[config.mk]
export PLATFORM = sky130hd
export DESIGN_NAME = exec_top
export DESIGN_NICKNAME = d
export VERILOG_FILES = /design/src/verilog/exu_pkg.sv /design/src/verilog/alu.sv /design/src/verilog/csr_unit.sv /design/src/verilog/exec_top.sv /design/src/verilog/exu.sv /design/src/verilog/inst_decoder.sv /design/src/verilog/reg_file.sv
export SDC_FILE = /design/constraint.sdc
export NUM_CORES = 2
export LEC_CHECK = 0
export BUFFER_PORTS_ARGS = -buffer_cell sky130_fd_sc_hd__buf_2
export CAP_MARGIN = 20
export CELL_PAD_IN_SITES_DETAIL_PLACEMENT = 0
export CELL_PAD_IN_SITES_GLOBAL_PLACEMENT = 1
export CORE_ASPECT_RATIO = 1.5
export CORE_MARGIN = 4
export CORE_UTILIZATION = 25
export DETAILED_ROUTE_END_ITERATION = 7
export GPL_TIMING_DRIVEN = 0
export MAX_ROUTING_LAYER = met4
export PLACE_DENSITY = 0.58
export SYNTH_ARGS = -nofsm -noshare
export SYNTH_HDL_FRONTEND = slang
export SYNTH_SLANG_ARGS = --single-unit
[constraint.sdc]
create_clock -name clock -period 5.6 [get_ports clock]
set_clock_uncertainty 0.15 [all_clocks]
set_input_delay 0.56 -clock clock [delete_from_list [all_inputs] [get_ports clock]]
set_output_delay 0.56 -clock clock [all_outputs]
set_load 0.01 [all_outputs]
[src/verilog/exu_pkg.sv]
`default_nettype none

package exu_pkg;

	localparam int xlen       = 32;
	localparam int nr_classes = 10;

	// positions in the one-hot class vector
	localparam int inst_lui   = 0;
	localparam int inst_auipc = 1;
	localparam int inst_jal   = 2;
	localparam int inst_jalr  = 3;
	localparam int inst_beq   = 4; // whole branch group
	localparam int inst_lw    = 5;
	localparam int inst_sw    = 6;
	localparam int inst_addi  = 7; // immediate alu group
	localparam int inst_add   = 8; // register alu group
	localparam int inst_csr   = 9; // csrrw/csrrs, ecall, mret

	typedef enum logic [3:0] {
		alu_add,
		alu_sub,
		alu_and,
		alu_xor,
		alu_or,
		alu_srl,
		alu_sra,
		alu_sll,
		alu_less,
		alu_uless
	} alu_op_t;

	localparam logic [11:0] csr_mstatus = 12'h300;
	localparam logic [11:0] csr_mtvec   = 12'h305;
	localparam logic [11:0] csr_mepc    = 12'h341;
	localparam logic [11:0] csr_mcause  = 12'h342;

	localparam logic [xlen-1:0] mcause_ecall = 32'd11;

	typedef struct packed {
		logic [6:0] funct7;
		logic [4:0] rs2;
		logic [4:0] rs1;
		logic [2:0] funct3;
		logic [4:0] rd;
		logic [6:0] opcode;
	} r_fmt_t;

	typedef struct packed {
		logic [11:0] imm11_0;
		logic [4:0]  rs1;
		logic [2:0]  funct3;
		logic [4:0]  rd;
		logic [6:0]  opcode;
	} i_fmt_t;

	typedef struct packed {
		logic [6:0] imm11_5;
		logic [4:0] rs2;
		logic [4:0] rs1;
		logic [2:0] funct3;
		logic [4:0] imm4_0;
		logic [6:0] opcode;
	} s_fmt_t;

	typedef struct packed {
		logic       imm12;
		logic [5:0] imm10_5;
		logic [4:0] rs2;
		logic [4:0] rs1;
		logic [2:0] funct3;
		logic [3:0] imm4_1;
		logic       imm11;
		logic [6:0] opcode;
	} b_fmt_t;

	typedef struct packed {
		logic [19:0] imm31_12;
		logic [4:0]  rd;
		logic [6:0]  opcode;
	} u_fmt_t;

	typedef struct packed {
		logic       imm20;
		logic [9:0] imm10_1;
		logic       imm11;
		logic [7:0] imm19_12;
		logic [4:0] rd;
		logic [6:0] opcode;
	} j_fmt_t;

	typedef union packed {
		r_fmt_t r_fmt;
		i_fmt_t i_fmt;
		s_fmt_t s_fmt;
		b_fmt_t b_fmt;
		u_fmt_t u_fmt;
		j_fmt_t j_fmt;
	} inst_t;

endpackage

`default_nettype wire

[src/verilog/alu.sv]
`timescale 1ns/1ps
`default_nettype none

module alu import exu_pkg::*; (
	input  logic [nr_classes-1:0] opcode_type,
	input  logic [2:0]            funct3,
	input  logic                  funct7_5,
	input  logic [xlen-1:0]       pc,
	input  logic [xlen-1:0]       src1,
	input  logic [xlen-1:0]       src2,
	input  logic [xlen-1:0]       imm,
	output logic [xlen-1:0]       alu_val,
	output logic [xlen-1:0]       sum
);

	logic [xlen-1:0] loperand;
	logic [xlen-1:0] roperand;
	logic [4:0]      shamt;
	alu_op_t         op;

	// pc relative for auipc, jal and branch targets
	assign loperand = (opcode_type[inst_auipc] | opcode_type[inst_jal] |
		opcode_type[inst_beq]) ? pc :
		opcode_type[inst_lui] ? '0 : src1;
	assign roperand = opcode_type[inst_add] ? src2 : imm;
	assign shamt    = roperand[4:0];
	assign sum      = loperand + roperand;

	always_comb begin
		op = alu_add; // address and target math
		if (opcode_type[inst_addi] | opcode_type[inst_add]) begin
			case (funct3)
				3'b000: op = (opcode_type[inst_add] & funct7_5) ? alu_sub : alu_add;
				3'b001: op = alu_sll;
				3'b010: op = alu_less;
				3'b011: op = alu_uless;
				3'b100: op = alu_xor;
				3'b101: op = funct7_5 ? alu_sra : alu_srl;
				3'b110: op = alu_or;
				3'b111: op = alu_and;
			endcase
		end
	end

	always_comb begin
		case (op)
			alu_sub:   alu_val = loperand - roperand;
			alu_and:   alu_val = loperand & roperand;
			alu_xor:   alu_val = loperand ^ roperand;
			alu_or:    alu_val = loperand | roperand;
			alu_srl:   alu_val = loperand >> shamt;
			alu_sra:   alu_val = $signed(loperand) >>> shamt;
			alu_sll:   alu_val = loperand << shamt;
			alu_less:  alu_val = {31'b0, $signed(loperand) < $signed(roperand)};
			alu_uless: alu_val = {31'b0, loperand < roperand};
			default:   alu_val = sum;
		endcase
	end

endmodule

`default_nettype wire

[src/verilog/csr_unit.sv]
`timescale 1ns/1ps
`default_nettype none

module csr_unit import exu_pkg::*; (
	input  logic            clock,
	input  logic            rst_n,
	input  logic [xlen-1:0] pc,
	input  logic [11:0]     csr_addr,
	input  logic            csr_enable,
	input  logic [xlen-1:0] csr_wdata,
	input  logic            inst_ecall,
	input  logic            inst_mret,
	input  logic            lsu_valid,
	input  logic            lsu_ready,
	output logic [xlen-1:0] csr_val,
	output logic [xlen-1:0] csr_jump,
	output logic            csr_jump_en
);

	logic [xlen-1:0] mstatus;
	logic [xlen-1:0] mtvec;
	logic [xlen-1:0] mepc;
	logic [xlen-1:0] mcause;
	logic            commit;

	assign commit = lsu_valid & lsu_ready; // result leaves the stage

	always_ff @(posedge clock or negedge rst_n) begin
		if (!rst_n) begin
			mstatus <= '0;
			mtvec   <= '0;
			mepc    <= '0;
			mcause  <= '0;
		end else if (commit) begin
			if (inst_ecall) begin
				mepc   <= pc;
				mcause <= mcause_ecall;
			end else if (csr_enable) begin
				case (csr_addr)
					csr_mstatus: mstatus <= csr_wdata;
					csr_mtvec:   mtvec   <= csr_wdata;
					csr_mepc:    mepc    <= csr_wdata;
					csr_mcause:  mcause  <= csr_wdata;
					default:     ; // other csrs not implemented
				endcase
			end
		end
	end

	always_comb begin
		case (csr_addr)
			csr_mstatus: csr_val = mstatus;
			csr_mtvec:   csr_val = mtvec;
			csr_mepc:    csr_val = mepc;
			csr_mcause:  csr_val = mcause;
			default:     csr_val = '0;
		endcase
	end

	// trap entry and return
	assign csr_jump_en = inst_ecall | inst_mret;
	assign csr_jump    = inst_ecall ? mtvec : mepc;

endmodule

`default_nettype wire

[src/verilog/exec_top.sv]
`timescale 1ns/1ps
`default_nettype none

module exec_top import exu_pkg::*; #(
	parameter int nr_regs = 16
) (
	input  logic                       clock,
	input  logic                       rst_n,
	input  logic                       inst_valid,
	output logic                       inst_ready,
	input  inst_t                      inst,
	input  logic [xlen-1:0]            pc_in,
	input  logic                       wb_en,
	input  logic [$clog2(nr_regs)-1:0] wb_rd,
	input  logic [xlen-1:0]            wb_data,
	output logic                       lsu_valid,
	input  logic                       lsu_ready,
	output logic                       lsu_ren,
	output logic                       lsu_wen,
	output logic [xlen-1:0]            lsu_data,
	output logic [xlen-1:0]            val,
	output logic [$clog2(nr_regs)-1:0] rd,
	output logic [2:0]                 funct3,
	output logic                       reg_wen,
	output logic [xlen-1:0]            jump_addr,
	output logic                       jump_wrong
);

	// decoder to execute
	logic [nr_classes-1:0]      dec_opcode_type;
	logic [$clog2(nr_regs)-1:0] dec_rs1;
	logic [$clog2(nr_regs)-1:0] dec_rs2;
	logic [$clog2(nr_regs)-1:0] dec_rd;
	logic [xlen-1:0]            dec_imm;
	logic [2:0]                 dec_funct3;
	logic                       dec_funct7_5;
	logic                       dec_reg_wen;
	logic                       dec_ecall;
	logic                       dec_mret;
	logic [11:0]                dec_csr_addr;
	logic [xlen-1:0]            src1;
	logic [xlen-1:0]            src2;

	// execute to csr
	logic [xlen-1:0] exu_pc;
	logic [11:0]     exu_csr_addr;
	logic            exu_ecall;
	logic            exu_mret;
	logic            csr_enable;
	logic [xlen-1:0] csr_wdata;
	logic [xlen-1:0] csr_val;
	logic [xlen-1:0] csr_jump;
	logic            csr_jump_en;

	inst_decoder #(.nr_regs(nr_regs)) i_decoder (
		.inst        (inst),
		.opcode_type (dec_opcode_type),
		.rs1         (dec_rs1),
		.rs2         (dec_rs2),
		.rd          (dec_rd),
		.imm         (dec_imm),
		.funct3      (dec_funct3),
		.funct7_5    (dec_funct7_5),
		.reg_wen     (dec_reg_wen),
		.inst_ecall  (dec_ecall),
		.inst_mret   (dec_mret),
		.csr_addr    (dec_csr_addr)
	);

	reg_file #(.nr_regs(nr_regs)) i_reg_file (
		.clock   (clock),
		.rst_n   (rst_n),
		.rs1     (dec_rs1),
		.rs2     (dec_rs2),
		.src1    (src1),
		.src2    (src2),
		.wb_en   (wb_en),
		.wb_rd   (wb_rd),
		.wb_data (wb_data)
	);

	exu #(.nr_regs(nr_regs)) i_exu (
		.clock          (clock),
		.rst_n          (rst_n),
		.opcode_type_in (dec_opcode_type),
		.rd_in          (dec_rd),
		.src1_in        (src1),
		.src2_in        (src2),
		.imm_in         (dec_imm),
		.funct3_in      (dec_funct3),
		.funct7_5_in    (dec_funct7_5),
		.pc_in          (pc_in),
		.reg_wen_in     (dec_reg_wen),
		.inst_ecall_in  (dec_ecall),
		.inst_mret_in   (dec_mret),
		.csr_addr_in    (dec_csr_addr),
		.csr_jump_en    (csr_jump_en),
		.csr_jump       (csr_jump),
		.csr_val        (csr_val),
		.exu_valid      (inst_valid),
		.lsu_ready      (lsu_ready),
		.pc             (exu_pc),
		.rd             (rd),
		.funct3         (funct3),
		.csr_addr       (exu_csr_addr),
		.reg_wen        (reg_wen),
		.inst_ecall     (exu_ecall),
		.inst_mret      (exu_mret),
		.val            (val),
		.lsu_data       (lsu_data),
		.jump_addr      (jump_addr),
		.csr_wdata      (csr_wdata),
		.lsu_ren        (lsu_ren),
		.lsu_wen        (lsu_wen),
		.jump_wrong     (jump_wrong),
		.csr_enable     (csr_enable),
		.exu_ready      (inst_ready),
		.lsu_valid      (lsu_valid)
	);

	csr_unit i_csr_unit (
		.clock       (clock),
		.rst_n       (rst_n),
		.pc          (exu_pc),
		.csr_addr    (exu_csr_addr),
		.csr_enable  (csr_enable),
		.csr_wdata   (csr_wdata),
		.inst_ecall  (exu_ecall),
		.inst_mret   (exu_mret),
		.lsu_valid   (lsu_valid),
		.lsu_ready   (lsu_ready),
		.csr_val     (csr_val),
		.csr_jump    (csr_jump),
		.csr_jump_en (csr_jump_en)
	);

endmodule

`default_nettype wire

[src/verilog/exu.sv]
`timescale 1ns/1ps
`default_nettype none

module exu import exu_pkg::*; #(
	parameter int nr_regs = 16
) (
	input  logic                       clock,
	input  logic                       rst_n,
	input  logic [nr_classes-1:0]      opcode_type_in,
	input  logic [$clog2(nr_regs)-1:0] rd_in,
	input  logic [xlen-1:0]            src1_in,
	input  logic [xlen-1:0]            src2_in,
	input  logic [xlen-1:0]            imm_in,
	input  logic [2:0]                 funct3_in,
	input  logic                       funct7_5_in,
	input  logic [xlen-1:0]            pc_in,
	input  logic                       reg_wen_in,
	input  logic                       inst_ecall_in,
	input  logic                       inst_mret_in,
	input  logic [11:0]                csr_addr_in,
	input  logic                       csr_jump_en,
	input  logic [xlen-1:0]            csr_jump,
	input  logic [xlen-1:0]            csr_val,
	input  logic                       exu_valid,
	input  logic                       lsu_ready,
	output logic [xlen-1:0]            pc,
	output logic [$clog2(nr_regs)-1:0] rd,
	output logic [2:0]                 funct3,
	output logic [11:0]                csr_addr,
	output logic                       reg_wen,
	output logic                       inst_ecall,
	output logic                       inst_mret,
	output logic [xlen-1:0]            val,
	output logic [xlen-1:0]            lsu_data,
	output logic [xlen-1:0]            jump_addr,
	output logic [xlen-1:0]            csr_wdata,
	output logic                       lsu_ren,
	output logic                       lsu_wen,
	output logic                       jump_wrong,
	output logic                       csr_enable,
	output logic                       exu_ready,
	output logic                       lsu_valid
);

	logic [nr_classes-1:0] opcode_type;
	logic [xlen-1:0]       src1;
	logic [xlen-1:0]       src2;
	logic [xlen-1:0]       imm;
	logic                  funct7_5;
	logic                  accept;
	logic                  jump_wrong_valid;
	logic                  jump_cond;
	logic                  jump_en;
	logic [xlen-1:0]       snpc;
	logic [xlen-1:0]       alu_val;
	logic [xlen-1:0]       sum;
	logic [xlen-1:0]       exu_jump;

	assign accept = exu_valid & exu_ready;

	always_ff @(posedge clock or negedge rst_n) begin
		if (!rst_n) begin
			exu_ready        <= 1'b1;
			lsu_valid        <= 1'b0;
			jump_wrong_valid <= 1'b0;
			opcode_type      <= '0;
			reg_wen          <= 1'b0;
			inst_ecall       <= 1'b0;
			inst_mret        <= 1'b0;
		end else begin
			exu_ready        <= exu_ready & ~exu_valid | ~exu_ready & lsu_valid & lsu_ready;
			lsu_valid        <= lsu_valid & ~lsu_ready | ~lsu_valid & accept;
			jump_wrong_valid <= accept; // first result cycle only
			if (accept) begin
				opcode_type <= opcode_type_in;
				reg_wen     <= reg_wen_in;
				inst_ecall  <= inst_ecall_in;
				inst_mret   <= inst_mret_in;
			end
		end
	end

	always_ff @(posedge clock) begin
		if (accept) begin
			rd       <= rd_in;
			src1     <= src1_in;
			src2     <= src2_in;
			imm      <= imm_in;
			funct3   <= funct3_in;
			funct7_5 <= funct7_5_in;
			pc       <= pc_in;
			csr_addr <= csr_addr_in;
		end
	end

	alu i_alu (
		.opcode_type (opcode_type),
		.funct3      (funct3),
		.funct7_5    (funct7_5),
		.pc          (pc),
		.src1        (src1),
		.src2        (src2),
		.imm         (imm),
		.alu_val     (alu_val),
		.sum         (sum)
	);

	always_comb begin
		case (funct3)
			3'b000:  jump_cond = src1 == src2;
			3'b001:  jump_cond = src1 != src2;
			3'b100:  jump_cond = $signed(src1) < $signed(src2);
			3'b101:  jump_cond = $signed(src1) >= $signed(src2);
			3'b110:  jump_cond = src1 < src2;
			3'b111:  jump_cond = src1 >= src2;
			default: jump_cond = 1'b0;
		endcase
	end

	assign snpc     = pc + 32'd4;
	assign jump_en  = opcode_type[inst_jal] | opcode_type[inst_jalr] |
		opcode_type[inst_beq] & jump_cond;
	assign exu_jump = opcode_type[inst_jalr] ? {sum[xlen-1:1], 1'b0} : sum;

	assign jump_addr  = csr_jump_en ? csr_jump : jump_en ? exu_jump : snpc;
	assign jump_wrong = jump_wrong_valid & (jump_addr != snpc);

	assign csr_enable = opcode_type[inst_csr] & (funct3 != 3'b000); // not ecall/mret
	assign val = (opcode_type[inst_jal] | opcode_type[inst_jalr]) ? snpc :
		csr_enable ? csr_val : alu_val;

	// csrrs sets bits, csrrw replaces
	assign csr_wdata = (funct3 == 3'b010) ? (src1 | csr_val) :
		(funct3 == 3'b001) ? src1 : '0;

	assign lsu_ren  = opcode_type[inst_lw];
	assign lsu_wen  = opcode_type[inst_sw];
	assign lsu_data = src2;

endmodule

`default_nettype wire

[src/verilog/inst_decoder.sv]
`timescale 1ns/1ps
`default_nettype none

module inst_decoder import exu_pkg::*; #(
	parameter int nr_regs = 16
) (
	input  inst_t                      inst,
	output logic [nr_classes-1:0]      opcode_type,
	output logic [$clog2(nr_regs)-1:0] rs1,
	output logic [$clog2(nr_regs)-1:0] rs2,
	output logic [$clog2(nr_regs)-1:0] rd,
	output logic [xlen-1:0]            imm,
	output logic [2:0]                 funct3,
	output logic                       funct7_5,
	output logic                       reg_wen,
	output logic                       inst_ecall,
	output logic                       inst_mret,
	output logic [11:0]                csr_addr
);

	localparam logic [6:0] op_lui    = 7'b0110111;
	localparam logic [6:0] op_auipc  = 7'b0010111;
	localparam logic [6:0] op_jal    = 7'b1101111;
	localparam logic [6:0] op_jalr   = 7'b1100111;
	localparam logic [6:0] op_branch = 7'b1100011;
	localparam logic [6:0] op_load   = 7'b0000011;
	localparam logic [6:0] op_store  = 7'b0100011;
	localparam logic [6:0] op_imm    = 7'b0010011;
	localparam logic [6:0] op_reg    = 7'b0110011;
	localparam logic [6:0] op_system = 7'b1110011;

	// register fields sit in the same place in every format
	assign rs1      = inst.r_fmt.rs1[$clog2(nr_regs)-1:0];
	assign rs2      = inst.r_fmt.rs2[$clog2(nr_regs)-1:0];
	assign rd       = inst.r_fmt.rd[$clog2(nr_regs)-1:0];
	assign funct3   = inst.r_fmt.funct3;
	assign funct7_5 = inst.r_fmt.funct7[5]; // sub and srai/sra
	assign csr_addr = inst.i_fmt.imm11_0;

	always_comb begin
		opcode_type = '0;
		case (inst.r_fmt.opcode)
			op_lui:    opcode_type[inst_lui]   = 1'b1;
			op_auipc:  opcode_type[inst_auipc] = 1'b1;
			op_jal:    opcode_type[inst_jal]   = 1'b1;
			op_jalr:   opcode_type[inst_jalr]  = 1'b1;
			op_branch: opcode_type[inst_beq]   = 1'b1;
			op_load:   opcode_type[inst_lw]    = 1'b1;
			op_store:  opcode_type[inst_sw]    = 1'b1;
			op_imm:    opcode_type[inst_addi]  = 1'b1;
			op_reg:    opcode_type[inst_add]   = 1'b1;
			op_system: opcode_type[inst_csr]   = 1'b1;
			default:   opcode_type = '0; // unknown opcode, no class
		endcase
	end

	always_comb begin
		if (opcode_type[inst_lui] | opcode_type[inst_auipc])
			imm = {inst.u_fmt.imm31_12, 12'b0};
		else if (opcode_type[inst_jal])
			imm = {{11{inst.j_fmt.imm20}}, inst.j_fmt.imm20, inst.j_fmt.imm19_12,
				inst.j_fmt.imm11, inst.j_fmt.imm10_1, 1'b0};
		else if (opcode_type[inst_beq])
			imm = {{19{inst.b_fmt.imm12}}, inst.b_fmt.imm12, inst.b_fmt.imm11,
				inst.b_fmt.imm10_5, inst.b_fmt.imm4_1, 1'b0};
		else if (opcode_type[inst_sw])
			imm = {{20{inst.s_fmt.imm11_5[6]}}, inst.s_fmt.imm11_5, inst.s_fmt.imm4_0};
		else if (|opcode_type)
			imm = {{20{inst.i_fmt.imm11_0[11]}}, inst.i_fmt.imm11_0}; // jalr, lw, alu imm, csr
		else
			imm = '0;
	end

	// no write-back for branches and stores, csr only with a real rd
	assign reg_wen = (|opcode_type) & ~opcode_type[inst_beq] & ~opcode_type[inst_sw] &
		(~opcode_type[inst_csr] | (inst.r_fmt.rd != 5'd0));

	assign inst_ecall = opcode_type[inst_csr] & (funct3 == 3'b000) &
		(inst.i_fmt.imm11_0 == 12'h000);
	assign inst_mret  = opcode_type[inst_csr] & (funct3 == 3'b000) &
		(inst.i_fmt.imm11_0 == 12'h302);

endmodule

`default_nettype wire

[src/verilog/reg_file.sv]
`timescale 1ns/1ps
`default_nettype none

module reg_file import exu_pkg::*; #(
	parameter int nr_regs = 16
) (
	input  logic                       clock,
	input  logic                       rst_n,
	input  logic [$clog2(nr_regs)-1:0] rs1,
	input  logic [$clog2(nr_regs)-1:0] rs2,
	output logic [xlen-1:0]            src1,
	output logic [xlen-1:0]            src2,
	input  logic                       wb_en,
	input  logic [$clog2(nr_regs)-1:0] wb_rd,
	input  logic [xlen-1:0]            wb_data
);

	logic [xlen-1:0] regs [nr_regs];

	always_ff @(posedge clock or negedge rst_n) begin
		if (!rst_n) begin
			for (int i = 0; i < nr_regs; i++)
				regs[i] <= '0;
		end else if (wb_en && wb_rd != '0) begin
			regs[wb_rd] <= wb_data;
		end
	end

	// x0 reads as zero
	assign src1 = (rs1 == '0) ? '0 : regs[rs1];
	assign src2 = (rs2 == '0) ? '0 : regs[rs2];

endmodule

`default_nettype wire
==> impl_metrics.py <==
metrics = {
    "synthesis": {
        "synth-seq-area-share_pct": 39.5,
        "synth_ff_type": "dfrtp_1",
        "async_flop_share_pct": 81.7,
        "yosysWarningCount": 0,
        "synth_edf_count": 147,
        "synth_nets": 5076,
        "synthCells": 4839,
        "ys_ff_latch": 803,
        "ys_types": 100,
        "syn_area_per_cell_sq_um": 10.9,
        "syn_area_sq_mm": 0.0527,
    },
    "detailed_routing": {
        "dr.pass1.iters": 6,
        "drtIter0Drc": 4362,
        "drc": 0,
        "viasPerCell": 5.52,
        "routed_wl_um": 297000,
        "num_vias": 46519,
        "wl_per_cell_um": 35.3,
        "ant_nets": 0,
    },
    "critical_path": {
        "critPathMaxStageDelay_ns": 0.67,
        "worst_path_max_delay_cell": "clkbuf_1",
        "worstSetupPathType": "reg -> out",
        "cp.arrival_ns": 5.88,
        "path_cells": "clkbuf_1, clkbuf_1, buf_2, nor2_1, a2bb2oi_1, nor2_1, nor4b_1, o2111ai_2, nor4b_2, nand4_1, a2111oi_2, nand4_1, a2111oi_4, a21boi_2, buf_4",
        "critPathRequiredTime_ns": 4.89,
        "crit_path_start_kind": "flop",
        "cp_max_fo": 10,
        "cp-end-kind": "output port",
    },
    "run_status": {
        "status": "finished with violations",
        "violations": "negative setup slack",
    },
    "cells_and_area": {
        "fin_area_sq_mm": 0.0687,
        "final_nets": 5757,
        "instances_no_fill": 8420,
        "nFillCells": 21436,
        "syn_to_final_growth_pct": 30.3,
        "layout_common_cells": "655 x dfrtp_1, 548 x mux2_2, 321 x mux4_2, 317 x nand2_1, 295 x nor2_1",
        "drive_above_1_share_pct": 38.6,
        "layout_commonest_cell": "dfrtp_1",
    },
    "floorplanning": {
        "die_w_um": 383,
        "ios": 214,
        "num_rows": 206,
        "core_region_area_sq_mm": 0.210,
        "start_util_pct": 25.1,
        "chipHeight_um": 570,
        "die_area_sq_mm": 0.218,
    },
    "grt": {
        "grt_pass1_vias": 46693,
        "grt-ovfl-total": 0,
        "track_usage_pct": 27.2,
        "antenna_found_initial": 40,
        "grt_max_degree": 111,
        "grt_pass1_wl_um": 401000,
    },
    "sta": {
        "worst_pin_slew_ns": 1.29,
        "relSlewSlack_pct": 13.8,
        "holdWs_ns": 0.0376,
        "period_needed_ns": 6.59,
        "setup_viol_count_final": 41,
        "hold_viol_final": 0,
        "clock.fmax_mhz": 152,
        "finalCritPeriodShare_pct": 118,
        "fin_ws_ns": -0.994,
        "grt_setup_unrepaired": "true",
        "slew_violations": 0,
    },
    "placement": {
        "hpwl_um": 229000,
        "dpl.cell_count": 7922,
        "place_ws_ns": -3.77,
        "dpl-instance-area_sq_mm": 0.0584,
        "io_buffers": 207,
        "gp_congestion": 1.01,
    },
    "clock_tree": {
        "cts-htree-levels": 3,
        "path_clk_slew_ns": 0.06,
        "clock_path_buffers": 3,
        "cts_inserted_buffers": 88,
        "clkLatencyLatePin_ns": 0.71,
        "clkSinkCount": 803,
        "clk_root_buffer_cell": "clkbuf_16",
        "cts_tree": "yes",
    },
    "pwr": {
        "p_per_area_mw_per_mm2": 236,
        "leakage_nw": 27.0,
        "ir_worst_vdd_mv": 0.227,
        "finalPower_mw": 16.2,
        "combPwrFrac_pct": 16.8,
        "seq_power_share_pct": 45.5,
        "intPower_mw": 12.0,
        "p_clk_share_pct": 37.8,
        "power_switching_mw": 4.24,
        "switching_share_pct": 26.2,
    },
    "run": {
        "maxCapViolations": 0,
    },
    "hold_path": {
        "min_path_type": "in -> reg",
    },
}
[sequential cells by signal, indices dropped and copies added (netlist names), 4 cells and up]
name / count
i_exu.opcode_type: 10
i_exu.src1: 32
i_exu.imm: 32
i_csr_unit.mtvec: 32
i_csr_unit.mcause: 32
i_csr_unit.mstatus: 32
i_exu.pc: 32
i_csr_unit.mepc: 32
i_exu.csr_addr: 12
i_exu.rd: 4
i_reg_file.regs: 512
i_exu.lsu_data: 32
[worst max-delay path, delay by kind of cell, from the launching register on]
| family | cells | cell delay, ns |
|---|---|---|
| buffers and inverters | 4 | 1.90 |
| and+or+nand+nor | 6 | 1.42 |
| AOI/OAI and AO/OA | 5 | 1.47 |
| DFF | 1 | 0.36 |
[power by group through the flow]
| stage | Clock [mW] | Combinational, mW | Sequential (mW) |
|---|---|---|---|
| global placement | 0 | 2.57 | 7.38 |
| finish | 6.12 | 2.72 | 7.37 |
| CTS | 6.24 | 2.73 | 7.35 |
| global route | 6.47 | 2.89 | 7.47 |
| detailed placement | 0 | 2.69 | 7.46 |
| floorplan | 0 | 1.95 | 7.26 |
[cell type report]
class	count	area (sq um)	share of cell area, %
multi-input cells	3447	33300	48.5
flip-flops and latches	803	20800	30.3
repair buffers	605	5210	7.59
well taps	2808	3510	5.12
clock buffers	125	2510	3.66
plain buffers	421	2200	3.20
inverters	154	623	0.907
clock inverters	35	418	0.608
diodes	22	55.1	0.0802
[Yosys cell counts (all sizes together), types with 14 or more instances]
| cell | count | area [sq um] |
|---|---|---|
| nor2b | 103 | 644 |
| o31ai | 29 | 218 |
| a211oi | 27 | 203 |
| inv | 153 | 574 |
| mux2 | 552 | 6220 |
| xor2 | 23 | 201 |
| o21a | 25 | 188 |
| o22ai | 26 | 163 |
| nand2 | 326 | 1220 |
| a221oi | 38 | 333 |
| nor3 | 72 | 360 |
| nor2 | 319 | 1200 |
| a22oi | 66 | 495 |
| o311ai | 14 | 123 |
| o211ai | 60 | 450 |
| ha | 130 | 1630 |
| a21oi | 305 | 1530 |
| a21o | 42 | 315 |
| xnor2 | 52 | 463 |
| buf | 89 | 393 |
| dfrtp | 655 | 16400 |
| nor4 | 27 | 190 |
| a31oi | 29 | 181 |
| o221ai | 21 | 184 |
| nand3 | 77 | 403 |
| and3 | 21 | 131 |
| or2 | 21 | 136 |
| edfxtp | 147 | 4410 |
| mux2i | 127 | 1270 |
| o21ai | 302 | 1520 |
| clkbuf | 345 | 1300 |
| or3 | 23 | 144 |
| mux4 | 321 | 7230 |
| and2 | 27 | 169 |
| nand4 | 28 | 196 |
| nand2b | 27 | 169 |
[through the flow]
| stage | util [%] | TNS (ns) |
|---|---|---|
| 2_1_floorplan | - | 0 |
| 3_3_place_gp | 27.3 | -7241.65 |
| 3_5_place_dp | 27.8 | -121.92 |
| 4_1_cts | 31.7 | -33.31 |
| 5_1_grt | 32.7 | -21.91 |
| 6_report | 32.7 | -18.72 |
[per-layer routing]
metal  part of all wire (%)  GRT usage [%]
met5                      0              -
met1                     38           30.9
met4                    8.2           17.0
met3                    5.5           3.24
met2                     49           45.7
[path summary, 6_finish.rpt]
kind | cells after the start | start | to | slack [ns]
max in group asynchronous | 7 | rst_n | i_reg_file.regs[94] | 2.01
setup / recovery | 15 | i_exu.inst_ecall | jump_wrong | -0.99
hold reg to reg | 1 | i_reg_file.regs[500] | i_reg_file.regs[500] | 0.33
hold / removal | 2 | wb_data[23] | i_reg_file.regs[87] | 0.04
setup reg to reg | 11 | i_exu.csr_addr[10] | i_csr_unit.mepc[16] | 0.82
min in group asynchronous | 2 | rst_n | i_csr_unit.mcause[21] | 0.28
[what timing repair did]
action	CTS	global route
endpoints found under the setup margin	65	65
pin swaps	143	155
hold endpoints to repair	159	0
buffers inserted	157	116
resized for setup	709	280
gates cloned	0	1
hold buffers	59	0
[logic make-up after synthesis]
| kind of cell | Yosys count | synth area share, % |
|---|---|---|
| muxes | 1000 | 27.9 |
| and+or+nand+nor | 1107 | 9.99 |
| buffers and inverters | 589 | 4.32 |
| adders and majority gates | 132 | 3.16 |
| DFF | 803 | 39.5 |
| AOI/OAI and AO/OA | 1131 | 13.7 |
| xor gates and xnor gates | 77 | 1.35 |
Power figures use the tool's default switching activity.
